**src/verilog/cache_consts.svh**
```systemverilog
`ifndef CACHE_CONSTS_SVH
`define CACHE_CONSTS_SVH

//////////////////////////////////////////////////
// request fields
//////////////////////////////////////////////////
`define CACHE_TAG_W       20
`define CACHE_INDEX_W     8
`define CACHE_OFFSET_W    4             // byte offset inside a line
`define CACHE_ADDR_W      32            // tag + index + offset

//////////////////////////////////////////////////
// geometry
//////////////////////////////////////////////////
`define CACHE_SETS        256           // 2 ** index width
`define CACHE_WORD_W      32
`define CACHE_LINE_WORDS  4             // also beats per line refill
`define CACHE_WORD_SEL_W  2             // offset bits above the byte lane

// burst read types, 3 bit field as on the memory side
`define CACHE_RD_TYPE_W   3
`define CACHE_RD_WORD     3'd2
`define CACHE_RD_LINE     3'd4

`endif
```
**src/verilog/cache_pkg.sv**
```systemverilog
`include "cache_consts.svh"

package cache_pkg;

    //////////////////////////////////////////////////
    // processor side
    //////////////////////////////////////////////////
    typedef struct packed {
        logic [`CACHE_TAG_W-1:0]    tag;
        logic [`CACHE_INDEX_W-1:0]  index;
        logic [`CACHE_OFFSET_W-1:0] offset;
        logic                       uncached;   // bypass, no allocate
    } cpu_req_t;

    //////////////////////////////////////////////////
    // memory side
    //////////////////////////////////////////////////
    typedef enum logic [`CACHE_RD_TYPE_W-1:0] {
        rd_word = `CACHE_RD_WORD,   // single beat
        rd_line = `CACHE_RD_LINE    // four beat burst
    } rd_type_e;

    typedef struct packed {
        rd_type_e                 rd_type;
        logic [`CACHE_ADDR_W-1:0] addr;
    } mem_rd_t;

    // word 0 sits in the low bits
    typedef logic [`CACHE_LINE_WORDS-1:0][`CACHE_WORD_W-1:0] cache_line_t;

    // controller states
    typedef enum logic [2:0] {
        idle,
        lookup,
        miss,
        refill,
        done
    } cache_state_e;

endpackage

```
**src/verilog/read_data_sel.sv**
```systemverilog
`timescale 1ns/1ps
`include "cache_consts.svh"

module read_data_sel import cache_pkg::*; (
    input  logic                         sel_refill_i,
    input  logic                         uncache_i,
    input  logic [`CACHE_WORD_SEL_W-1:0] word_i,
    input  logic                         hit0_i,
    input  logic                         hit1_i,
    input  cache_line_t                  way0_line_i,
    input  cache_line_t                  way1_line_i,
    input  cache_line_t                  refill_line_i,
    output logic [`CACHE_WORD_W-1:0]     rdata_o
);

    cache_line_t hit_line;

    assign hit_line = hit0_i ? way0_line_i : way1_line_i;   // way0 wins a double hit

    always_comb begin
        if (sel_refill_i) begin
            if (uncache_i) begin
                rdata_o = refill_line_i[0];                  // single beat lands in slot 0
            end else begin
                rdata_o = refill_line_i[word_i];
            end
        end else if (hit0_i || hit1_i) begin
            rdata_o = hit_line[word_i];
        end else begin
            rdata_o = '0;
        end
    end

endmodule

```
**config.mk**
```make
export PLATFORM = sky130hd
export DESIGN_NAME = read_data_sel
export DESIGN_NICKNAME = d
export VERILOG_FILES = /design/src/verilog/cache_pkg.sv /design/src/verilog/read_data_sel.sv
export VERILOG_INCLUDE_DIRS = /design/src /design/src/verilog
export SDC_FILE = /design/constraint.sdc
export NUM_CORES = 1
export LEC_CHECK = 0
export BUFFER_PORTS_ARGS = -buffer_cell sky130_fd_sc_hd__clkbuf_2
export CAP_MARGIN = 10
export CORE_AREA = 4 4 162 164
export DETAILED_ROUTE_END_ITERATION = 8
export DIE_AREA = 0 0 166 168
export PLACE_DENSITY = 0.45
export RECOVER_POWER = 25
export SLEW_MARGIN = 15
export SYNTH_ARGS = -nofsm -noshare
export SYNTH_HDL_FRONTEND = slang
export SYNTH_SLANG_ARGS = --single-unit
```
**constraint.sdc**
```tcl
create_clock -name vclk -period 1.32
set_input_delay 0.066 -clock vclk [all_inputs]
set_output_delay 0.066 -clock vclk [all_outputs]
set_load 0.01 [all_outputs]
```
======== Yosys cells after proc, flatten, opt, wreduce, memory -nomap -nowiden ========
Cells that the tools add are included.
word-level totals
  output and inout port bits .............. 32
  word-level logic and storage cells ...... 10
  bits in registers ....................... 0
cells by class
  reductions and logical operators ........ 1
  mux-type cells .......................... 8
  order comparisons ....................... 1
operator list
  operator                                                     number
  2-to-1 mux 32 bit                                            5
  binary-select mux 32 bit (select 2 bit)                      2
  2-to-1 mux 128 bit                                           1
  less-than comparator 2 x 3 -> 1 bit (second input constant)  1
  logical OR 1 bit                                             1

======== Depth between registers and ports, before layout ========
  depth in word-level cells ............... 5
  depth in mapped cells ................... 7
  depth with buffers taken out ............ 4

======== Worst setup path before layout ========
Ideal clock, no wire load.
  kind .................................... input to output
  from .................................... input word_i[0]
  to ...................................... output rdata_o[30]
  stages .................................. 7
  required time ........................... 1254 ps
  slack ................................... 189 ps
  arrival ................................. 1065 ps
  path buffers ............................ 3
  cells stage by stage .................... buf_4 > buf_12 > buf_8 > mux2i_1 > a22oi_1 > nand2_1 > o22ai_1
between the ends
  word-level cells in the longest chain between the ends .. 4
  elaborated cells on any way between the ends .. 7
  classes of those cells .................. mux: 7
ends and longest elaborated chain
  element                                                            RTL line                                  RTL
  from (decl)                                                        read_data_sel.sv:7                        input logic [`CACHE_WORD_SEL_W-1:0] word_i,
  binary-select mux 32 bit (select 2 bit), on equally long branches  read_data_sel.sv:28, read_data_sel.sv:25
  2-to-1 mux 32 bit, on equally long branches                        read_data_sel.sv:28, read_data_sel.sv:25
  2-to-1 mux 32 bit, on equally long branches                        read_data_sel.sv:27, read_data_sel.sv:22
  2-to-1 mux 32 bit (*)                                              read_data_sel.sv:21                       if (sel_refill_i) begin
  to (decl)                                                          read_data_sel.sv:13                       output logic [`CACHE_WORD_W-1:0] rdata_o
Mark *: on every way between the ends. The rest lies on a longest branch, timed or not. The select of a mux whose other input is x is not followed.

======== Final worst setup path ========
  from .................................... input word_i[1]
  to ...................................... output rdata_o[29]
Same word-level chain as after synthesis.

==> flow_metrics.env <==
export IMPL_run_status="complete, but fails checks"
export IMPL_failed_checks="negative setup slack"
export IMPL_hold_buffers=0
export IMPL_synthXorXnorAreaFrac=0
export IMPL_antenna_found_initial=0
export IMPL_pin_count=422
export IMPL_routabilityCongestion=0.910
export IMPL_cap_violations=0
export IMPL_setup_violations=16
export IMPL_leakagePower_uw=0.00388
export IMPL_synth_compound_area_frac=0.295
export IMPL_final_cell_mix="clkbuf_2, mux2i_1, nand2_1"
export IMPL_n_antenna_cell=0
export IMPL_hold_class="input pin to output port"
export IMPL_synth_top_family_by_area="multiplexers"
export IMPL_syn_to_final_growth_pct=108
export IMPL_antenna_left=0
export IMPL_syn_nets=867
export IMPL_multiInputGateArea_mm2=0.00343
export IMPL_worstMarginPinSlew_ns=0.326
export IMPL_n_fill_cell=2751
export IMPL_ys_warn_count=0
export IMPL_rsz0062_at_grt="yes"
export IMPL_wl_per_cell_um=20.0
export IMPL_cp_max_fo=8
export IMPL_drc=0
export IMPL_cp_start_kind="input pin"
export IMPL_grt_busiest_layer="met2"
export IMPL_syn_inst=477
export IMPL_vias=5640
export IMPL_synthSimpleGateAreaFrac=0.140
export IMPL_cp_arrival_ns=1.34
export IMPL_whs_ns=0.523
export IMPL_synth_cell_types=19
export IMPL_regArea_um2=0
export IMPL_n_clock_buffer=0
export IMPL_syn_mean_instance_area_um2=7.18
export IMPL_die_w_um=166
export IMPL_grt_use_met1=0.192
export IMPL_yosys_area_share_adder=0
export IMPL_relSlewSlack=0.776
export IMPL_netlist_area_mm2=0.00342
export IMPL_grt_pass1_wl_mm=36.2
export IMPL_drive_gt1_frac=0.613
export IMPL_grt_usage=0.167
export IMPL_worstSetupEndpointType="output port"
export IMPL_powerDensity_mw_per_mm2=348
export IMPL_nFlopsAndLatches=0
export IMPL_final_common_cell="clkbuf_2"
export IMPL_dpl_worst_slack_ns=-0.453
export IMPL_vdd_ir_drop_max_uv=117
export IMPL_grt_pass1_vias=6079
export IMPL_post_dp_cell_area_mm2=0.00624
export IMPL_dr_pass1_iters=5
export IMPL_timing_final_ws_setup_ns=-0.0823
export IMPL_vias_per_cell=4.47
export IMPL_min_period_ns=1.40
export IMPL_fmax_ghz=0.713
export IMPL_hold_viol=0
export IMPL_post_route_cell_area_mm2=0.00711
export IMPL_grt_overflow=0
export IMPL_slew_viol_final=0
export IMPL_ys_seq_area_frac=0
export IMPL_routed_wl_mm=25.3
export IMPL_initial_core_util=0.138
export IMPL_port_buffers=422
export IMPL_gr_usage_met2=0.324
export IMPL_critical_path_required_ns=1.25
export IMPL_fin_crit_sh=1.06
export IMPL_synth_mux_area_frac=0.468
export IMPL_critPathKind="input pin to output port"
export IMPL_dp_hpwl_mm=18.9
export IMPL_grt_max_degree=33
export IMPL_die_h_um=168
export IMPL_core_mm2=0.0249
export IMPL_rows=58
export IMPL_power_uw=2480
export IMPL_fp_dieArea_mm2=0.0279
export IMPL_use_met3=0.0261
export IMPL_detail_route_iter0_violations=253
export IMPL_finalNetCount=1325
[synth_stat cells]
cell type	count	area (um2)
mux2i_1	160	1600
a22oi_1	64	480
nand2_1	64	240
a21oi_1	32	160
nand2b_1	32	200
o21ai_0	32	160
o22ai_1	32	200
buf_2	19	95.1
clkbuf_1	14	52.6
buf_4	8	60.1
buf_6	7	78.8
buf_1	3	11.3
nor2_1	3	11.3
nor2b_1	2	12.5
and2_4	1	8.76
and2b_1	1	7.51
buf_12	1	20.0
buf_8	1	15.0
o21bai_1	1	7.51
[critical path, stage by stage]
cell	delay, ns
clkbuf_16	0.12
buf_8	0.13
nor2b_4	0.13
buf_6	0.13
buf_12	0.15
a22oi_2	0.21
nand2_1	0.08
o22ai_1	0.16
buf_2	0.15
[metrics by stage]
step	TNS, ns	utilization	std cells
global placement	-9.82	0.251	1232
floorplan	0	-	477
global route	-2.34	0.286	1263
CTS	-1.31	0.279	1262
detailed placement	-11.56	0.251	1232
finish	-0.617	0.286	1263
[final timing paths]
| check | from | to | slack (ns) | cells after the start |
|---|---|---|---|---|
| setup / recovery | word_i[1] | rdata_o[29] | -0.08 | 9 |
| hold / removal | refill_line_i[26] | rdata_o[26] | 0.52 | 4 |
[power by group]
part / internal, uW / switching [uW] / total [uW]
Clock: 0 / 0 / 0
Combinational: 1320 / 1160 / 2480
Sequential: 0 / 0 / 0
[area by class of cell]
type / instances / share of cell area
timing repair buffer: 507 / 0.460
multi-input combinational: 426 / 0.482
tap: 330 / 0.0581
[metal layers]
| layer | wire length [um] | part of all wire |
|---|---|---|
| met1 | 9490 | 0.38 |
| met2 | 13300 | 0.53 |
| met3 | 1840 | 0.073 |
| met4 | 641 | 0.025 |
| met5 | 0 | 0 |
[cell families (layout without fill, tap and decap cells)]
logic type	count (synthesis)	after routing
compound gates	161	161
simple gates	103	105
mux	160	160
buf+inv	53	507
[repair_timing]
item                       4_1_cts  5_1_grt
buffers inserted                20        3
cloned                          10        0
pin swaps                       25       37
resized for setup               60       64
setup endpoints to repair       32       32
Note: power is estimated with default switching activity, not from simulation.
