**config.mk**
```make
export PLATFORM = sky130hd
export DESIGN_NAME = cache_ctrl
export DESIGN_NICKNAME = d
export VERILOG_FILES = /design/src/verilog/cache_pkg.sv /design/src/verilog/cache_ctrl.sv
export VERILOG_INCLUDE_DIRS = /design/src /design/src/verilog
export SDC_FILE = /design/constraint.sdc
export NUM_CORES = 1
export LEC_CHECK = 0
export BUFFER_PORTS_ARGS = -buffer_cell sky130_fd_sc_hd__buf_2
export CAP_MARGIN = 20
export CORE_ASPECT_RATIO = 0.6
export CORE_MARGIN = 2
export CORE_UTILIZATION = 50
export DETAILED_ROUTE_END_ITERATION = 12
export PLACE_DENSITY_LB_ADDON = 0.1
export SLEW_MARGIN = 20
export SYNTH_ARGS = -nofsm -noshare
export SYNTH_HDL_FRONTEND = slang
export SYNTH_SLANG_ARGS = --single-unit
```
**constraint.sdc**
```tcl
create_clock -name aclk -period 7 [get_ports aclk]
set_clock_uncertainty 0.15 [all_clocks]
set_input_delay 0.7 -clock aclk [delete_from_list [all_inputs] [get_ports aclk]]
set_output_delay 0.7 -clock aclk [all_outputs]
set_load 0.02 [all_outputs]
```
**src/verilog/cache_consts.svh**
```systemverilog
`ifndef CACHE_CONSTS_SVH
`define CACHE_CONSTS_SVH

//////////////////////////////////////////////////
// request fields
//////////////////////////////////////////////////
`define CACHE_TAG_W       20
`define CACHE_INDEX_W     8
`define CACHE_OFFSET_W    4             // byte offset inside a line
`define CACHE_ADDR_W      32            // tag + index + offset

//////////////////////////////////////////////////
// geometry
//////////////////////////////////////////////////
`define CACHE_SETS        256           // 2 ** index width
`define CACHE_WORD_W      32
`define CACHE_LINE_WORDS  4             // also beats per line refill
`define CACHE_WORD_SEL_W  2             // offset bits above the byte lane

// burst read types, 3 bit field as on the memory side
`define CACHE_RD_TYPE_W   3
`define CACHE_RD_WORD     3'd2
`define CACHE_RD_LINE     3'd4

`endif
```
**src/verilog/cache_pkg.sv**
```systemverilog
`include "cache_consts.svh"

package cache_pkg;

    //////////////////////////////////////////////////
    // processor side
    //////////////////////////////////////////////////
    typedef struct packed {
        logic [`CACHE_TAG_W-1:0]    tag;
        logic [`CACHE_INDEX_W-1:0]  index;
        logic [`CACHE_OFFSET_W-1:0] offset;
        logic                       uncached;   // bypass, no allocate
    } cpu_req_t;

    //////////////////////////////////////////////////
    // memory side
    //////////////////////////////////////////////////
    typedef enum logic [`CACHE_RD_TYPE_W-1:0] {
        rd_word = `CACHE_RD_WORD,   // single beat
        rd_line = `CACHE_RD_LINE    // four beat burst
    } rd_type_e;

    typedef struct packed {
        rd_type_e                 rd_type;
        logic [`CACHE_ADDR_W-1:0] addr;
    } mem_rd_t;

    // word 0 sits in the low bits
    typedef logic [`CACHE_LINE_WORDS-1:0][`CACHE_WORD_W-1:0] cache_line_t;

    // controller states
    typedef enum logic [2:0] {
        idle,
        lookup,
        miss,
        refill,
        done
    } cache_state_e;

endpackage

```
**src/verilog/cache_ctrl.sv**
```systemverilog
`timescale 1ns/1ps
`include "cache_consts.svh"

module cache_ctrl import cache_pkg::*; (
    input  logic     aclk,
    input  logic     rst_n_i,
    input  logic     valid_i,
    input  cpu_req_t cpu_req_i,
    output logic     addr_ok_o,
    output logic     data_ok_o,
    output logic     rd_req_o,
    output mem_rd_t  rd_o,
    input  logic     rd_rdy_i,
    input  logic     ret_valid_i,
    input  logic     ret_last_i,
    output cpu_req_t lookup_req_o,
    input  logic     hit0_i,
    input  logic     hit1_i,
    output logic     fill_we0_o,
    output logic     fill_we1_o,
    output logic     refill_start_o,
    output logic     sel_refill_o
);

    cache_state_e           state_q;
    cache_state_e           state_d;
    cpu_req_t               req_q;
    logic                   miss_q;        // current request went to memory
    logic [`CACHE_SETS-1:0] repl_q;        // way to fill next, per set
    logic                   accept;
    logic                   cached_hit;
    logic                   last_beat;
    logic                   fill_line;
    logic                   victim;

    assign accept     = valid_i && addr_ok_o;
    assign cached_hit = (hit0_i || hit1_i) && !req_q.uncached;
    assign last_beat  = (state_q == refill) && ret_valid_i && ret_last_i;
    assign fill_line  = last_beat && !req_q.uncached;   // uncached never allocates
    assign victim     = repl_q[req_q.index];

    //////////////////////////////////////////////////
    // state machine
    //////////////////////////////////////////////////
    always_comb begin
        state_d = state_q;
        case (state_q)
            idle: begin
                if (accept) begin
                    state_d = lookup;
                end
            end
            lookup: begin
                state_d = cached_hit ? done : miss;
            end
            miss: begin
                if (rd_rdy_i) begin      // command taken
                    state_d = refill;
                end
            end
            refill: begin
                if (last_beat) begin
                    state_d = done;
                end
            end
            default: begin
                state_d = idle;          // done lasts one cycle
            end
        endcase
    end

    always_ff @(posedge aclk) begin
        if (!rst_n_i) begin
            state_q <= idle;
        end else begin
            state_q <= state_d;
        end
    end

    always_ff @(posedge aclk) begin
        if (accept) begin
            req_q <= cpu_req_i;
        end
    end

    always_ff @(posedge aclk) begin
        if (!rst_n_i) begin
            miss_q <= 1'b0;
        end else if (accept) begin
            miss_q <= 1'b0;
        end else if (state_q == lookup && !cached_hit) begin
            miss_q <= 1'b1;
        end
    end

    //////////////////////////////////////////////////
    // replacement, ways of a set fill in turn
    //////////////////////////////////////////////////
    always_ff @(posedge aclk) begin
        if (!rst_n_i) begin
            repl_q <= '0;
        end else if (fill_line) begin
            repl_q[req_q.index] <= !victim;
        end
    end

    assign fill_we0_o = fill_line && !victim;
    assign fill_we1_o = fill_line && victim;

    // memory read command, held while in miss
    assign rd_req_o       = (state_q == miss);
    assign rd_o.rd_type   = req_q.uncached ? rd_word : rd_line;
    assign rd_o.addr      = {req_q.tag, req_q.index,
                             req_q.uncached ? req_q.offset : {`CACHE_OFFSET_W{1'b0}}};
    assign refill_start_o = (state_q == miss);

    // processor handshake
    assign addr_ok_o    = (state_q == idle);
    assign data_ok_o    = ((state_q == lookup) && cached_hit) || ((state_q == done) && miss_q);
    assign sel_refill_o = miss_q;
    assign lookup_req_o = req_q;

endmodule

```
## After elaboration in Yosys (flattened, before gate mapping)

Cells that the tools add are included.

| operators by class | value |
|---|---|
| order comparisons | 2 |
| eq/ne operators | 7 |
| mux-type cells | 12 |
| bitwise operators | 1 |
| reduce and logical (&&, ||, !) cells | 19 |

Operators by type and width:

| cell | number |
|---|---|
| $bwmux W256 | 1 |
| $mux W3 | 5 |
| $pmux W3 S4 | 1 |
| $logic_and A1 B1 Y1 | 11 |
| $lt A8 B9 Y1 const B | 1 |
| $bmux W1 S8 | 1 |
| $demux W1 S8 | 1 |
| $ge A8 B1 Y1 const B | 1 |
| $eq A3 B2 Y1 const B | 2 |
| $mux W4 | 1 |
| $ne A2 B1 Y1 const B | 2 |
| $eq A3 B1 Y1 const B | 1 |
| $eq A3 B3 Y1 const B | 1 |
| $logic_not A1 Y1 | 3 |
| $logic_not A3 Y1 | 1 |
| $reduce_and A3 Y1 | 1 |
| $logic_or A1 B1 Y1 | 2 |
| $mux W1 | 2 |
| $ne A2 B2 Y1 const B | 1 |
| $reduce_or A2 Y1 | 1 |
| $not A1 Y1 | 1 |

| storage, ports and cells | value |
|---|---|
| register bits after elaboration | 293 |
| bits of input ports | 41 |
| output and inout bits | 75 |
| word-level logic and storage cells | 48 |

## Depth between registers and ports, before layout

| depth | value |
|---|---|
| word-level depth | 5 |
| depth in mapped cells | 12 |
| mapped depth without buffers | 7 |

## Worst setup path after synthesis

Ideal clock, no wire load.

| path | value |
|---|---|
| path type | register to output |
| from | register req_q, in the netlist lookup_req_o[6] |
| to | output fill_we0_o |
| arrival time | 2.691 ns |
| data required time | 6.150 ns |
| setup slack | 3.459 ns |
| cell stages (with the launch flop) | 10 |
| cell sequence | edfxtp_1 > buf_2 > buf_2 > mux4_2 > o221ai_1 > o21ai_0 > a32oi_1 > buf_4 > a32oi_1 > nor2_1 |

| between the ends | value |
|---|---|
| cells in the longest elaborated chain, start to end | 4 |

Ends and longest elaborated chain:

| element | RTL line | text |
|---|---|---|
| start: declaration | cache_ctrl.sv:27 | `cpu_req_t req_q;` |
| start signal: assignment | cache_ctrl.sv:82 | `req_q <= cpu_req_i;` |
| $bmux W1 S8 | cache_ctrl.sv:40 | `assign victim = repl_q[req_q.index];` |
| $mux W1 (implied by the code) | cache_ctrl.sv:40 |  |
| $logic_not A1 Y1 | cache_ctrl.sv:107 | `assign fill_we0_o = fill_line && !victim;` |
| $logic_and A1 B1 Y1 | cache_ctrl.sv:107 |  |
| end: declaration | cache_ctrl.sv:19 | `output logic fill_we0_o,` |

No other way between the ends. The select of a mux whose other input is x is not followed.

## Worst setup path in the final report

| path | value |
|---|---|
| from | register req_q, in the netlist lookup_req_o[7] |
| to | output fill_we1_o |

| between the ends | value |
|---|---|
| cells in the longest elaborated chain, start to end | 3 |

Ends and longest elaborated chain:

| element | RTL line | text |
|---|---|---|
| $bmux W1 S8 | cache_ctrl.sv:40 |  |
| $mux W1 (implied by the code) | cache_ctrl.sv:40 |  |
| $logic_and A1 B1 Y1 | cache_ctrl.sv:108 | `assign fill_we1_o = fill_line && victim;` |
| end: declaration | cache_ctrl.sv:20 | `output logic fill_we1_o,` |

No other way between the ends. The select of a mux whose other input is x is not followed.

==> reports/qor.yml <==
place:
  placed_cells: 1896
  post-place-ws_ps: 2950
  port_buffers: 114
  dp_hpwl_um: 29600
  gp_congestion: 0.842
sta:
  slew_viol_final: 0
  relSlewSlack: 0.272
  setup_viol: 0
  tightest_slew_ps: 1090
  timing.final.crit_share: 0.670
  rsz0062_at_grt: "false"
  finalSetupTns_ps: 0
  hold_viol: 0
  fin_crit_ps: 4690
  setup_ws_ps: 2310
  fmax_mhz: 213
power_and_ir_drop:
  p_int_uw: 2930
  ir_worst_vdd_uv: 298
  pwr_density_cell_nw_per_um2: 273
  power.switching_uw: 1490
  p_clk_frac: 0.356
  p_leak_uw: 0.00514
  seqPwrFrac: 0.413
  design_power_total_uw: 4420
  power_frac_comb: 0.231
  p_sw_frac: 0.337
detailed_routing:
  drtIter0Drc: 1637
  drt-vias-per-instance: 6.47
  vias: 12600
  wl_um: 48400
  drtAntennaViolNets: 0
  wl_per_cell_um: 24.8
  drc: 0
  first_pass_iters: 6
yosys:
  syn-num-nets: 1566
  async_flop_share: 0
  syn_inst: 1525
  synth-edff-count: 33
  ys_warn_count: 0
  ys_seq_area_frac: 0.418
  ys_types: 51
  syn_area_per_cell_um2: 9.71
  syn_area_um2: 14800
  synth_seq_cells: 293
  yosysTopAreaCell: "dfxtp_1"
  synthTopCellsByArea: "dfxtp_1 (35%), mux4_2 (8.8%), nand3_1 (6.9%), edfxtp_1 (6.7%), o21ai_0 (6.6%)"
  synth_ff_type: "dfxtp_1"
  yosysTopAreaCellShare: 0.351
cts:
  clock-sinks: 293
  insertion_delay_ps: 570
  cts_hold_buf: 0
  cts_resized: 0
  cts_tree: "yes"
  path_clk_slew_ps: 60
  cts_root_buffer: "clkbuf_16"
  cts_inserted_buffers: 29
  clk_path_buf_depth: 3
  cts_max_level: 1
  post_cts_buffers: 0
cells_and_area:
  final_layout_size_suffix_gt1_frac: 0.232
  multiInputGateArea_um2: 7590
  area_growth_pct: 9.52
  finalNonFillerCells: 1951
  regArea_um2: 6200
  nFillCells: 2543
  final_core_util: 0.560
  final_nets: 1570
  diodes: 0
run:
  cap_violations: 0
global_route:
  grt-ovfl-total: 0
  grt_max_degree: 171
  grt_pass1_wl_um: 73600
  grt.total_usage: 0.312
  grt_pass1_vias: 11500
  antenna_found_initial: 0
critical_path:
  rrSetupSlack_ps: 3140
  critPathMaxFanout: 65
  cp.arrival_ps: 3840
  end_kind: "primary output"
  startpoint_type: "register"
  cp.required_ps: 6150
  path_class: "reg -> out"
die:
  die_h_um: 137
  initial_core_util: 0.512
  die_w_um: 226
  num_rows: 48
  ios: 116
  core_area_um2: 28900
  dieArea_um2: 31100
min_path:
  hold_class: "in -> reg"
run_status:
  status: "complete, no violations"
-- logic make-up after synthesis --
logic type                count (synthesis)  share of synthesized area
xor gates and xnor gates                  1                   0.000592
muxes                                    83                      0.105
buffers and inverters                   193                     0.0757
and+or+nand+nor                         458                      0.192
AOI/OAI and AO/OA                       496                      0.208
other                                     1                   0.000253
DFF                                     293                      0.418
-- worst max-delay path: stages, from the launching register on --
cell,delay [ps]
edfxtp_1,770
or3b_2,650
o22ai_1,290
nor2_1,120
a32oi_4,220
buf_4,620
a32oi_1,230
and2_1,220
buf_2,150
-- cell usage after synthesis, types with 2 or more instances --
library cell / n
a211oi_1: 2
a21boi_0: 65
a21boi_1: 125
a21boi_2: 2
a21oi_1: 67
a22o_1: 2
a22oi_1: 12
a311o_2: 2
a31oi_1: 6
a32oi_1: 3
and2_1: 8
buf_1: 4
buf_12: 2
buf_2: 36
buf_4: 45
buf_6: 11
buf_8: 6
clkbuf_1: 86
dfxtp_1: 260
edfxtp_1: 33
inv_1: 2
mux2i_1: 25
mux4_2: 58
nand2_1: 30
nand2b_1: 8
nand3_1: 203
nand3_2: 4
nand4_1: 6
nor2_1: 31
nor2b_1: 10
nor3_1: 40
nor3_2: 37
nor3b_1: 33
nor3b_2: 36
nor4_1: 4
o2111a_1: 2
o21ai_0: 195
o221ai_1: 4
o22ai_1: 7
or3_1: 2
-- through the flow --
| step | hold slack, ps | cell area [µm²] |
|---|---|---|
| 2_1_floorplan | 295 | 14800 |
| 3_3_place_gp | 305 | 15200 |
| 3_5_place_dp | 312 | 15200 |
| 4_1_cts | 140 | 16200 |
| 5_1_grt | 143 | 16200 |
| 6_report | 151 | 16200 |
-- layer usage --
| metal | vias up | track usage | part of all wire |
|---|---|---|---|
| li1 | 5610 | - | - |
| met1 | 6303 | 0.479 | 0.46 |
| met2 | 650 | 0.439 | 0.41 |
| met3 | 55 | 0.0785 | 0.11 |
| met4 | 0 | 0.0625 | 0.016 |
| met5 | - | 0.00323 | 0 |
-- final cells by class --
type / count / share of cell area
sequential: 293 / 0.382
inverter: 3 / 0.000694
timing repair buffer: 163 / 0.0606
clock inverter: 9 / 0.00478
clock buffer: 44 / 0.0532
tap: 400 / 0.0309
multi-input combinational: 1039 / 0.468
-- registers in the layout, summed over array words and instances, names as in the netlist --
name and flops:
repl_q 256, lookup_req_o 33, state_q 3, sel_refill_o 1
-- power by group through the flow --
stage | sequential, µW | combinational (µW) | clock, µW
after CTS | 1820 | 1010 | 1590
after global routing | 1830 | 1070 | 1660
after detailed placement | 1860 | 1010 | 0
final | 1820 | 1020 | 1580
after floorplan | 1890 | 758 | 0
after global placement | 1860 | 1000 | 0
-- placed cells by master, fill, tap and decap left out, types with 7 or more instances in the layout --
cell	Yosys	layout
a21boi_0	65	65
nor2b_1	10	10
buf_4	45	44
a21boi_1	125	125
nor3b_1	33	33
clkbuf_1	86	8
nor2_1	31	31
edfxtp_1	33	33
and2_1	8	8
buf_2	36	113
a21oi_1	67	67
nor3b_2	36	36
mux4_2	58	58
mux2i_1	25	25
nand2_1	30	30
clkbuf_16	0	30
nor3_2	37	39
o22ai_1	7	7
nor3_1	40	36
dfxtp_1	260	260
nand2b_1	8	8
a22oi_1	12	12
nand3_1	203	203
o21ai_0	195	195
-- final timing paths --
check,startpoint,to,depth (start not counted)
worst max-delay path,lookup_req_o[7]$_DFFE_PP_,fill_we1_o,8
worst min-delay path,cpu_req_i[20],lookup_req_o[20]$_DFFE_PP_,1
worst max register to register,lookup_req_o[8]$_DFFE_PP_,repl_q[198]$_SDFFE_PN0P_,9
worst min register to register,repl_q[11]$_SDFFE_PN0P_,repl_q[11]$_SDFFE_PN0P_,2
Power figures use the tool's default switching activity.
