$ cat src/verilog/cache_consts.svh
`ifndef CACHE_CONSTS_SVH
`define CACHE_CONSTS_SVH

//////////////////////////////////////////////////
// request fields
//////////////////////////////////////////////////
`define CACHE_TAG_W       20
`define CACHE_INDEX_W     8
`define CACHE_OFFSET_W    4             // byte offset inside a line
`define CACHE_ADDR_W      32            // tag + index + offset

//////////////////////////////////////////////////
// geometry
//////////////////////////////////////////////////
`define CACHE_SETS        256           // 2 ** index width
`define CACHE_WORD_W      32
`define CACHE_LINE_WORDS  4             // also beats per line refill
`define CACHE_WORD_SEL_W  2             // offset bits above the byte lane

// burst read types, 3 bit field as on the memory side
`define CACHE_RD_TYPE_W   3
`define CACHE_RD_WORD     3'd2
`define CACHE_RD_LINE     3'd4

`endif
$ cat src/verilog/cache_pkg.sv
`include "cache_consts.svh"

package cache_pkg;

    //////////////////////////////////////////////////
    // processor side
    //////////////////////////////////////////////////
    typedef struct packed {
        logic [`CACHE_TAG_W-1:0]    tag;
        logic [`CACHE_INDEX_W-1:0]  index;
        logic [`CACHE_OFFSET_W-1:0] offset;
        logic                       uncached;   // bypass, no allocate
    } cpu_req_t;

    //////////////////////////////////////////////////
    // memory side
    //////////////////////////////////////////////////
    typedef enum logic [`CACHE_RD_TYPE_W-1:0] {
        rd_word = `CACHE_RD_WORD,   // single beat
        rd_line = `CACHE_RD_LINE    // four beat burst
    } rd_type_e;

    typedef struct packed {
        rd_type_e                 rd_type;
        logic [`CACHE_ADDR_W-1:0] addr;
    } mem_rd_t;

    // word 0 sits in the low bits
    typedef logic [`CACHE_LINE_WORDS-1:0][`CACHE_WORD_W-1:0] cache_line_t;

    // controller states
    typedef enum logic [2:0] {
        idle,
        lookup,
        miss,
        refill,
        done
    } cache_state_e;

endpackage

$ cat src/verilog/refill_buffer.sv
`timescale 1ns/1ps
`include "cache_consts.svh"

module refill_buffer import cache_pkg::*; (
    input  logic                     aclk,
    input  logic                     rst_n_i,
    input  logic                     start_i,
    input  logic                     ret_valid_i,
    input  logic [`CACHE_WORD_W-1:0] ret_data_i,
    output cache_line_t              line_o
);

    logic [`CACHE_WORD_SEL_W-1:0] cnt_q;     // next slot to fill
    cache_line_t                  beat_q;

    always_ff @(posedge aclk) begin
        if (!rst_n_i) begin
            cnt_q <= '0;
        end else if (start_i) begin
            cnt_q <= '0;
        end else if (ret_valid_i) begin
            cnt_q <= cnt_q + 1'b1;           // wraps after a full line
        end
    end

    always_ff @(posedge aclk) begin
        if (ret_valid_i) begin
            beat_q[cnt_q] <= ret_data_i;
        end
    end

    // beat in flight shows up at once, so the way write
    // on the last beat sees the full line
    always_comb begin
        line_o = beat_q;
        if (ret_valid_i) begin
            line_o[cnt_q] = ret_data_i;
        end
    end

endmodule

$ cat config.mk
export PLATFORM = sky130hd
export DESIGN_NAME = refill_buffer
export DESIGN_NICKNAME = d
export VERILOG_FILES = /design/src/verilog/cache_pkg.sv /design/src/verilog/refill_buffer.sv
export VERILOG_INCLUDE_DIRS = /design/src /design/src/verilog
export SDC_FILE = /design/constraint.sdc
export NUM_CORES = 1
export LEC_CHECK = 0
export BUFFER_PORTS_ARGS = -buffer_cell sky130_fd_sc_hd__clkbuf_2
export CAP_MARGIN = 15
export CORE_MARGIN = 10
export CORE_UTILIZATION = 52
export DETAILED_ROUTE_END_ITERATION = 10
export GPL_TIMING_DRIVEN = 0
export PLACE_DENSITY = 0.91
export SYNTH_ARGS = -nofsm -noshare
export SYNTH_HDL_FRONTEND = slang
export SYNTH_SLANG_ARGS = --single-unit
$ cat constraint.sdc
create_clock -name aclk -period 2.1 [get_ports aclk]
set_input_delay 0.105 -clock aclk [delete_from_list [all_inputs] [get_ports aclk]]
set_output_delay 0.105 -clock aclk [all_outputs]
set_load 0.02 [all_outputs]
# == Yosys cells after proc, flatten, opt, wreduce, memory -nomap -nowiden ==
# Index checks and enable logic that the tools add are counted.
# classes
addsub,1
multipliers,0
n_div,0
order_cmp,2
n_eq_ne,0
n_shift,0
n_mux,4
bitwise,1
n_reduce_logical,2
# ops
operator,count
bitwise mux 128 bit,1
2-to-1 mux 128 bit,1
demux 32 bit (select 2 bit),1
2-to-1 mux 32 bit,1
"< comparator 2 x 3 -> 1 bit, second input constant",1
"adder 2 x 1 -> 2 bit, second input constant",1
">= comparator 2 x 1 -> 1 bit, second input constant",1
OR reduction 2 bit,1
logical AND 1 bit,1
inverter 1 bit,1
# word_totals
register_bits,130
latch_bits,0
mem_bits_rw,0
mem_bits_ro,0
memories,0

# == Longest topological paths before layout ==
# Gate-level depths: netlist of the first run.
# depth
depth_word,6
ltp_mapped,5
mapped_depth_nobuf,4

# == Worst setup path after synthesis of the first run ==
# No wires, ideal clock.
# synth_timing
path_kind,register -> register
from,reg cnt_q[0]
to,reg beat_q[2] (netlist name)
setup_ps,163
arrival_time_ps,1307
t_required_ps,1937
setup_slack_ps,629
stages_incl_launch_ff,6
synth_period_minus_slack_ps,1471
cell_sequence,dfxtp_1 inv_1 ha_1 nand2_4 buf_6 mux2_1
# synth_rtl
item,line,text
"start, declared",refill_buffer.sv:13,logic [`CACHE_WORD_SEL_W-1:0] cnt_q;
"start signal, assigned",refill_buffer.sv:22,cnt_q <= cnt_q + 1'b1;
"end signal, assigned by index",refill_buffer.sv:28,beat_q[cnt_q] <= ret_data_i;
"end, declared",refill_buffer.sv:14,cache_line_t beat_q;

==> key figures, run 1 <==
Drt
  – First-pass DRT Iterations: 4
  – Iter 0 DRT Violations: 88
  – Wire per inst: 19.8 um
  – DR DRC count: 0
  – Vias per cell: 4.91
  – DRT Wirelength: 12500 um
  – Via count: 3103
  – ANT nets after route: 0

Power and ir drop
  – Pwr dens: 1150 nW/um2
  – Leak: 0.00316 uW
  – Worst VDD drop: 0.900 mV
  – Clk pwr share: 38.3%
  – Seq pwr share: 39.0%
  – Switching share of power: 29.1%
  – P_sw: 2210 uW
  – Comb pwr share: 22.7%
  – Internal power: 5400 uW

Critical path
  – CP Class: reg2out
  – CP Capture Point: line_o[107]
  – Startpoint Class: flop
  – Crit path capture type: primary output
  – R2R Path Start: cnt_q[0]
  – FF-to-FF End: beat_q[97]
  – Path depth of the worst reg2reg path: 4
  – WP data required: 2.00 ns
  – Slack of the worst reg-to-reg path: 0.68 ns
  – Worst Setup SP: cnt_q[0]
  – CP arrival: 1.96 ns
  – Critical path peak fanout: 10

Synthesis
  – Post-synth top cells: dfxtp_1, mux2_2, buf_6
  – Synth unique cells: 11
  – Dominant synthesized flop cell: dfxtp_1
  – Mapped Area: 4330 um2
  – Sequential fraction of the synthesis area: 60.2%
  – Syn. warnings: 0
  – Register bit total from synthesis: 130
  – Synth area leaders: dfxtp_1, mux2_2, buf_6
  – Post-Synthesis Cells: 286
  – Synth area leader: dfxtp_1
  – Syn_area_per_cell: 15.1 um2
  – Area share of the largest cell type after synthesis: 60.2%
  – Synth Net Count: 326
  – Top-count cell post-synth: dfxtp_1
  – Post-synth EDFFs: 0
  – Async SR Flop Fraction: 0%

Layout
  – Fillers: 460
  – Final Instance Area: 6610 um2
  – Area delta synth->final: 52.7%
  – Post-Layout Cell Count: 632
  – Final Core Density: 80.8%
  – Final-stage net count: 554
  – Share of cells above drive strength 1: 66.0%

Clocking
  – TritonCTS clock tree: built
  – CTS root buf: clkbuf_8
  – Clock-pin slew on the worst setup and hold paths: 0.06 ns
  – Sink Count: 130
  – TritonCTS buffer count: 17
  – Clock buffer depth: 2
  – Latest clock arrival within the worst-skew pair: 0.49 ns
  – H-tree depth: 4

Timing
  – Max-slew violation count: 0
  – Setup_tns: 0 ns
  – Unrepaired setup endpoints after global routing: true
  – Max_slew headroom: 82.2%
  – Final Setup Violations: 0
  – Clock skew: 0.00712 ns
  – Post-layout min period: 2.06 ns
  – Max Fclk: 485 MHz
  – Endpoints failing hold: 0
  – Final period util: 98.3%
  – Measured slew at the worst slew-check pin: 0.267 ns

Global route
  – Initial antenna violation count: 1
  – Pin count of the biggest net entering global routing: 17
  – Gr ovfl total: 0
  – First-pass GRT wire length: 18600 um
  – Gr usage total: 18.8%
  – Vias in the first global route: 3444

Placement
  – Post-Place Cells: 553
  – Detailed Place HPWL: 7920 um
  – I/O Buffers: 162
  – Placed Instance Area: 5270 um2
  – RePlAce Congestion: 0.763

Floorplanning
  – Initial Util: 52.9%
  – Die area: 12400 um2
  – Die height: 111 um
  – FP Rows: 33
  – Ports: 164
  – Die W: 111 um
  – Core Footprint: 8180 um2

Status
  – Outcome: complete, no violations

Min path
  – Worst Hold Class: in2reg

Run
  – Maximum capacitance violations: 0
-- state kept, by name (all words and copies together) (netlist names) --
signal and flops:
beat_q 128, cnt_q 2
-- critical path: stages (launching register included) --
cell      delay, ns
dfxtp_4        0.37
ha_1           0.24
nand2_4        0.12
buf_6          0.19
mux2_2         0.37
clkbuf_2       0.17
-- placed cells by master, fill, tap and decap left out, types with 4 or more instances in the layout --
cell type,count
clkbuf_2,143
dfxtp_1,128
mux2_2,119
dlygate4sd3_1,36
clkbuf_16,22
buf_2,11
mux2_1,9
buf_4,8
buf_6,6
buf_12,6
buf_8,4
clkinv_4,4
-- worst min-delay path by stage --
stage                         startpoint    endpoint  cells past startpoint
after floorplan                  rst_n_i    cnt_q[0]                      2
after global placement           rst_n_i    cnt_q[0]                      3
after detailed placement         rst_n_i    cnt_q[0]                      3
after CTS                        start_i    cnt_q[1]                      4
after global routing      ret_data_i[27]  beat_q[27]                      3
final                            start_i    cnt_q[1]                      4
-- power groups by stage --
stage	combinational [uW]	sequential, uW	clock, uW
after detailed placement	1590	3020	0
after global placement	1550	2990	0
after CTS	1670	2970	2960
after global routing	1840	3000	3060
after floorplan	1050	2980	0
final	1730	2970	2920
-- kinds of logic after synthesis --
kind of cell,synth area share [%]
multiplexers,33.6
adder cells (fa/ha/maj),1.16
flip-flops,60.2
buffers and inverters,3.56
XOR/XNOR,0.203
AND/OR/NAND/NOR,1.36
-- cell type report --
| class | count | area (um2) | share of cell area [%] |
|---|---|---|---|
| clock inverter | 14 | 181 | 2.75 |
| tap | 105 | 131 | 1.99 |
| timing repair buffer | 209 | 1410 | 21.3 |
| multi-input combinational | 141 | 1630 | 24.7 |
| sequential | 130 | 2610 | 39.5 |
| buffer | 13 | 214 | 3.24 |
| antenna | 1 | 2.50 | 0.0379 |
| clock buffer | 17 | 414 | 6.27 |
| inverter | 2 | 10.0 | 0.152 |
-- routing by layer --
| layer | share of wire, % | GRT usage (%) | vias up |
|---|---|---|---|
| met5 | 0 | 0 | - |
| met4 | 1.6 | 6.86 | 0 |
| met3 | 7.1 | 7.85 | 15 |
| met2 | 54 | 35.0 | 110 |
| met1 | 37 | 17.8 | 1519 |
| li1 | - | - | 1459 |
-- through the flow --
step                      hold slack [ns]  setup slack (ns)  power, uW
after global routing                0.428           -0.0388       7910
after global placement              0.371             0.497       4540
after CTS                           0.392          -0.00979       7600
after detailed placement            0.375             0.450       4610
final                               0.425            0.0367       7620
after floorplan                     0.260             0.629       4030
-- repair_timing --
item	4_1_cts	5_1_grt
hold buffers	36	0
hold endpoints to repair	130	0
gates resized for setup	17	45
cloned	1	6
pin swaps	3	3
setup buffers	3	1
endpoints found under the setup margin	87	80
Note: power is estimated with default switching activity, not from simulation.
==> run 2: changes to the inputs <==
- SETUP_SLACK_MARGIN: unset -> 0.2
==> key figures, run 2 <==
Status
  – Run Error: [ERROR DPL-0038] Utilization greater than 100%, impossible to legalize
  – Halt Stage: global routing (5_1_grt)
  – Outcome: aborted with a tool error (was complete, no violations)

Floorplanning
  – FP Rows: 33 (unchanged)
  – Die height: 111 um (unchanged)
  – Die W: 111 um (unchanged)
  – Ports: 164 (unchanged)
  – Initial Util: 52.9% (unchanged)

Synthesis
  – Mapped Area: 4330 um2 (unchanged)
  – Area share of the largest cell type after synthesis: 60.2% (unchanged)
  – Post-synth top cells: dfxtp_1, mux2_2, buf_6 (unchanged)
  – Synth Area in Compound Gates: 0% (unchanged)
  – Syn_area_per_cell: 15.1 um2 (unchanged)
  – Sequential fraction of the synthesis area: 60.2% (unchanged)
  – Synth area leaders: dfxtp_1, mux2_2, buf_6 (unchanged)
  – Mux cell area share after synthesis: 33.6% (unchanged)
  – Register bit total from synthesis: 130 (unchanged)
  – Synth Area in XOR/XNOR: 0.202% (unchanged)
  – Dominant synthesized flop cell: dfxtp_1 (unchanged)
  – Synth Net Count: 326 (unchanged)
  – Synth unique cells: 11 (unchanged)
  – Synth Area in Simple Gates: 1.36% (unchanged)
  – Syn. warnings: 0 (unchanged)
  – Adder-cell share of the synthesized area: 1.16% (unchanged)
  – Top-count cell post-synth: dfxtp_1 (unchanged)
  – Post-Synthesis Cells: 286 (unchanged)
  – Async SR Flop Fraction: 0% (unchanged)
  – Post-synth EDFFs: 0 (unchanged)
  – Synth area leader: dfxtp_1 (unchanged)
  – Main combinational cell family by area after synthesis: multiplexers (unchanged)

Global route
  – Pin count of the biggest net entering global routing: 17

Placement
  – Detailed Place HPWL: 7920 um (unchanged)
  – Post-Place Cells: 553 (unchanged)
  – I/O Buffers: 162 (unchanged)
  – RePlAce Congestion: 0.763 (unchanged)

Clocking
  – Clock buffer depth: 2 (unchanged)
  – TritonCTS buffer count: 17 (unchanged)
  – CTS root buf: clkbuf_8 (unchanged)
  – Sink Count: 130 (unchanged)
  – H-tree depth: 4 (unchanged)

Timing
  – Worst setup endpoint GRT: line_o[41]
  – Worst ep type: primary output
run 2: repair_timing:
item,4_1_cts
resized for setup,170
endpoints found under the hold margin,130
gates cloned,4
pin swaps,3
hold buffers,36
buffers inserted,14
endpoints found under the setup margin,126
run 2: logic make-up after synthesis:
kind of cell	count (synthesis)
buf+inv	15
simple gates	7
fa+ha+maj	4
xor+xnor	1
mux	129
flops	130
run 2: through the flow:
step | setup WS [ns] | cell area (um2) | utilization [%] | hold slack (ns)
2_1_floorplan | 0.629 | 4330 | - | 0.260
3_3_place_gp | 0.497 | 5270 | 64.4 | 0.371
3_5_place_dp | 0.450 | 5270 | 64.4 | 0.375
4_1_cts | 0.0209 | 7200 | 88.1 | 0.392
==> run 3: changes to the inputs <==
- CORE_UTILIZATION: 52 -> 40
- PLACE_DENSITY: 0.91 -> unset
- PLACE_DENSITY_LB_ADDON: unset -> 0.15
- SETUP_SLACK_MARGIN: 0.2 -> unset
==> key figures, run 3 (synthesis gave the netlist of run 1 again) <==
Status
  – Outcome: complete, no violations (was aborted with a tool error)

Clocking
  – TritonCTS clock tree: built
  – Latest clock arrival within the worst-skew pair: 0.51 ns
  – Clock-pin slew on the worst setup and hold paths: 0.05 ns
  – Clock buffer depth: 2 (unchanged)
  – TritonCTS buffer count: 17 (unchanged)
  – Sink Count: 130 (unchanged)
  – H-tree depth: 4 (unchanged)
  – CTS root buf: clkbuf_8 (unchanged)

Drt
  – Vias per cell: 4.55
  – Via count: 3001
  – Iter 0 DRT Violations: 102
  – WL met3: 1130 um
  – Wire per inst: 17.8 um
  – Wire length on met2: 5810 um
  – First-pass DRT Iterations: 4
  – M1 WL: 4700 um
  – Top routing layer in use: met4
  – DR DRC count: 0
  – DRT Wirelength: 11800 um
  – ANT nets after route: 0

Timing
  – WHS: 0.417 ns
  – Max-slew violation count: 0
  – Max Fclk: 488 MHz
  – Clock skew: 0.00556 ns
  – Setup_tns: 0 ns
  – Final period util: 97.6%
  – Measured slew at the worst slew-check pin: 0.288 ns
  – Endpoints failing hold: 0
  – Max_slew headroom: 80.8%
  – Post-layout min period: 2.05 ns
  – Worst Setup Slack, final: 0.0512 ns
  – Unrepaired setup endpoints after global routing: true
  – Final Setup Violations: 0

Critical path
  – Worst Setup SP: cnt_q[0]
  – CP bufs+invs: 2
  – Critical path peak fanout: 10
  – CP Class: reg2out
  – CP delay by family, top: flip-flops
  – Startpoint Class: flop
  – Crit path capture type: primary output
  – CP peak stage delay: 0.37 ns
  – WP data required: 2.00 ns
  – Worst path cell trace: ha_1, nand2_4, buf_6, mux2_2, clkbuf_2
  – CP arrival: 1.94 ns
  – Slowest-stage cell, CP: dfxtp_4
  – R2R Path Start: cnt_q[0]

Layout
  – Inserted Diodes: 0
  – Most frequent cells in the layout: clkbuf_2, dfxtp_1, mux2_2
  – Most flops, register: beat_q
  – Final-stage net count: 553
  – Largest register FFs: 128
  – Area delta synth->final: 54.1%
  – Largest regs: beat_q: 128 flops, cnt_q: 2 flops
  – Share of cells above drive strength 1: 65.6%
  – Fillers: 823
  – Commonest non-fill, non-tap cell in the layout: clkbuf_2

Min path
  – Worst Hold Class: in2reg
  – Hold wc startpoint: ret_data_i[24]

Placement
  – RePlAce Congestion: 0.712 (was 0.763)
  – Detailed Place HPWL: 8150 um (was 7920 um)
  – Post-place setup slack: 0.441 ns (was 0.450 ns)
  – I/O Buffers: 162 (unchanged)

Floorplanning
  – Die height: 124 um (was 111 um)
  – Initial Util: 41.5% (was 52.9%)
  – Core Footprint: 10400 um2
  – FP Rows: 37 (was 33)
  – Die area: 15400 um2
  – Die W: 124 um (was 111 um)
  – Ports: 164 (unchanged)

Power and ir drop
  – Leak: 0.00318 uW
  – Pwr dens: 1110 nW/um2
  – Clk pwr share: 36.4%
  – Internal power: 5350 uW
  – Total power: 7410 uW
  – P_sw: 2060 uW
  – Seq pwr share: 40.0%
  – Switching share of power: 27.8%
  – Worst VDD drop: 0.784 mV
  – Comb pwr share: 23.6%

Global route
  – Initial antenna violation count: 0
  – Vias in the first global route: 3239
  – Gr usage total: 14.6%
  – Gr ovfl total: 0
  – First-pass GRT wire length: 17000 um
  – Pin count of the biggest net entering global routing: 17

Run
  – Maximum capacitance violations: 0
## run 3: path summary, 6_finish.rpt
check	end	slack, ns	cells after the start
max	line_o[99]	0.05	5
min	beat_q[120]	0.42	3
max reg2reg	beat_q[5]	0.69	5
min reg2reg	beat_q[120]	0.46	1
## run 3: metrics by stage
step | utilization, % | instances | cell area, um2
after floorplan | - | 286 | 4330
after global placement | 50.9 | 584 | 5310
after detailed placement | 50.9 | 584 | 5310
after CTS | 60.4 | 652 | 6290
after global routing | 64.0 | 660 | 6660
final | 64.0 | 660 | 6660
## run 3: timing repair
| action | 4_1_cts | 5_1_grt |
|---|---|---|
| cloned | 0 | 8 |
| endpoints found under the setup margin | 90 | 70 |
| hold buffers | 35 | 0 |
| resized for setup | 15 | 76 |
| setup buffers | 3 | 0 |
| pin swaps | 3 | 3 |
| endpoints found under the hold margin | 130 | 0 |
## run 3: per-layer routing
metal / GRT usage, % / up-vias
met1: 15.5 / 1427
met3: 6.97 / 11
met5: 0 / -
met2: 24.7 / 107
met4: 5.40 / 0
li1: - / 1456
## run 3: final cells by class
cell class / count / area [um2] / area share (%)
clock buffers: 26 / 508 / 7.62
multi-input cells: 141 / 1640 / 24.7
clock inverters: 4 / 47.5 / 0.713
plain buffers: 13 / 215 / 3.23
repair buffers: 208 / 1460 / 21.9
well taps: 136 / 170 / 2.55
inverters: 2 / 10.0 / 0.150
flip-flops and latches: 130 / 2610 / 39.2
## run 3: tightest hold or removal path, cell delays in order
cell	delay, ns
dlygate4sd3_1	0.52
clkbuf_2	0.13
mux2_1	0.14
## run 3: power by group through the flow
| stage | combinational (uW) | clock, uW | sequential [uW] |
|---|---|---|---|
| 6_report | 1750 | 2700 | 2960 |
| 5_1_grt | 1870 | 2900 | 3000 |
| 4_1_cts | 1680 | 2770 | 2970 |
| 3_5_place_dp | 1600 | 0 | 3020 |
| 3_3_place_gp | 1570 | 0 | 2990 |
| 2_1_floorplan | 1050 | 0 | 2980 |
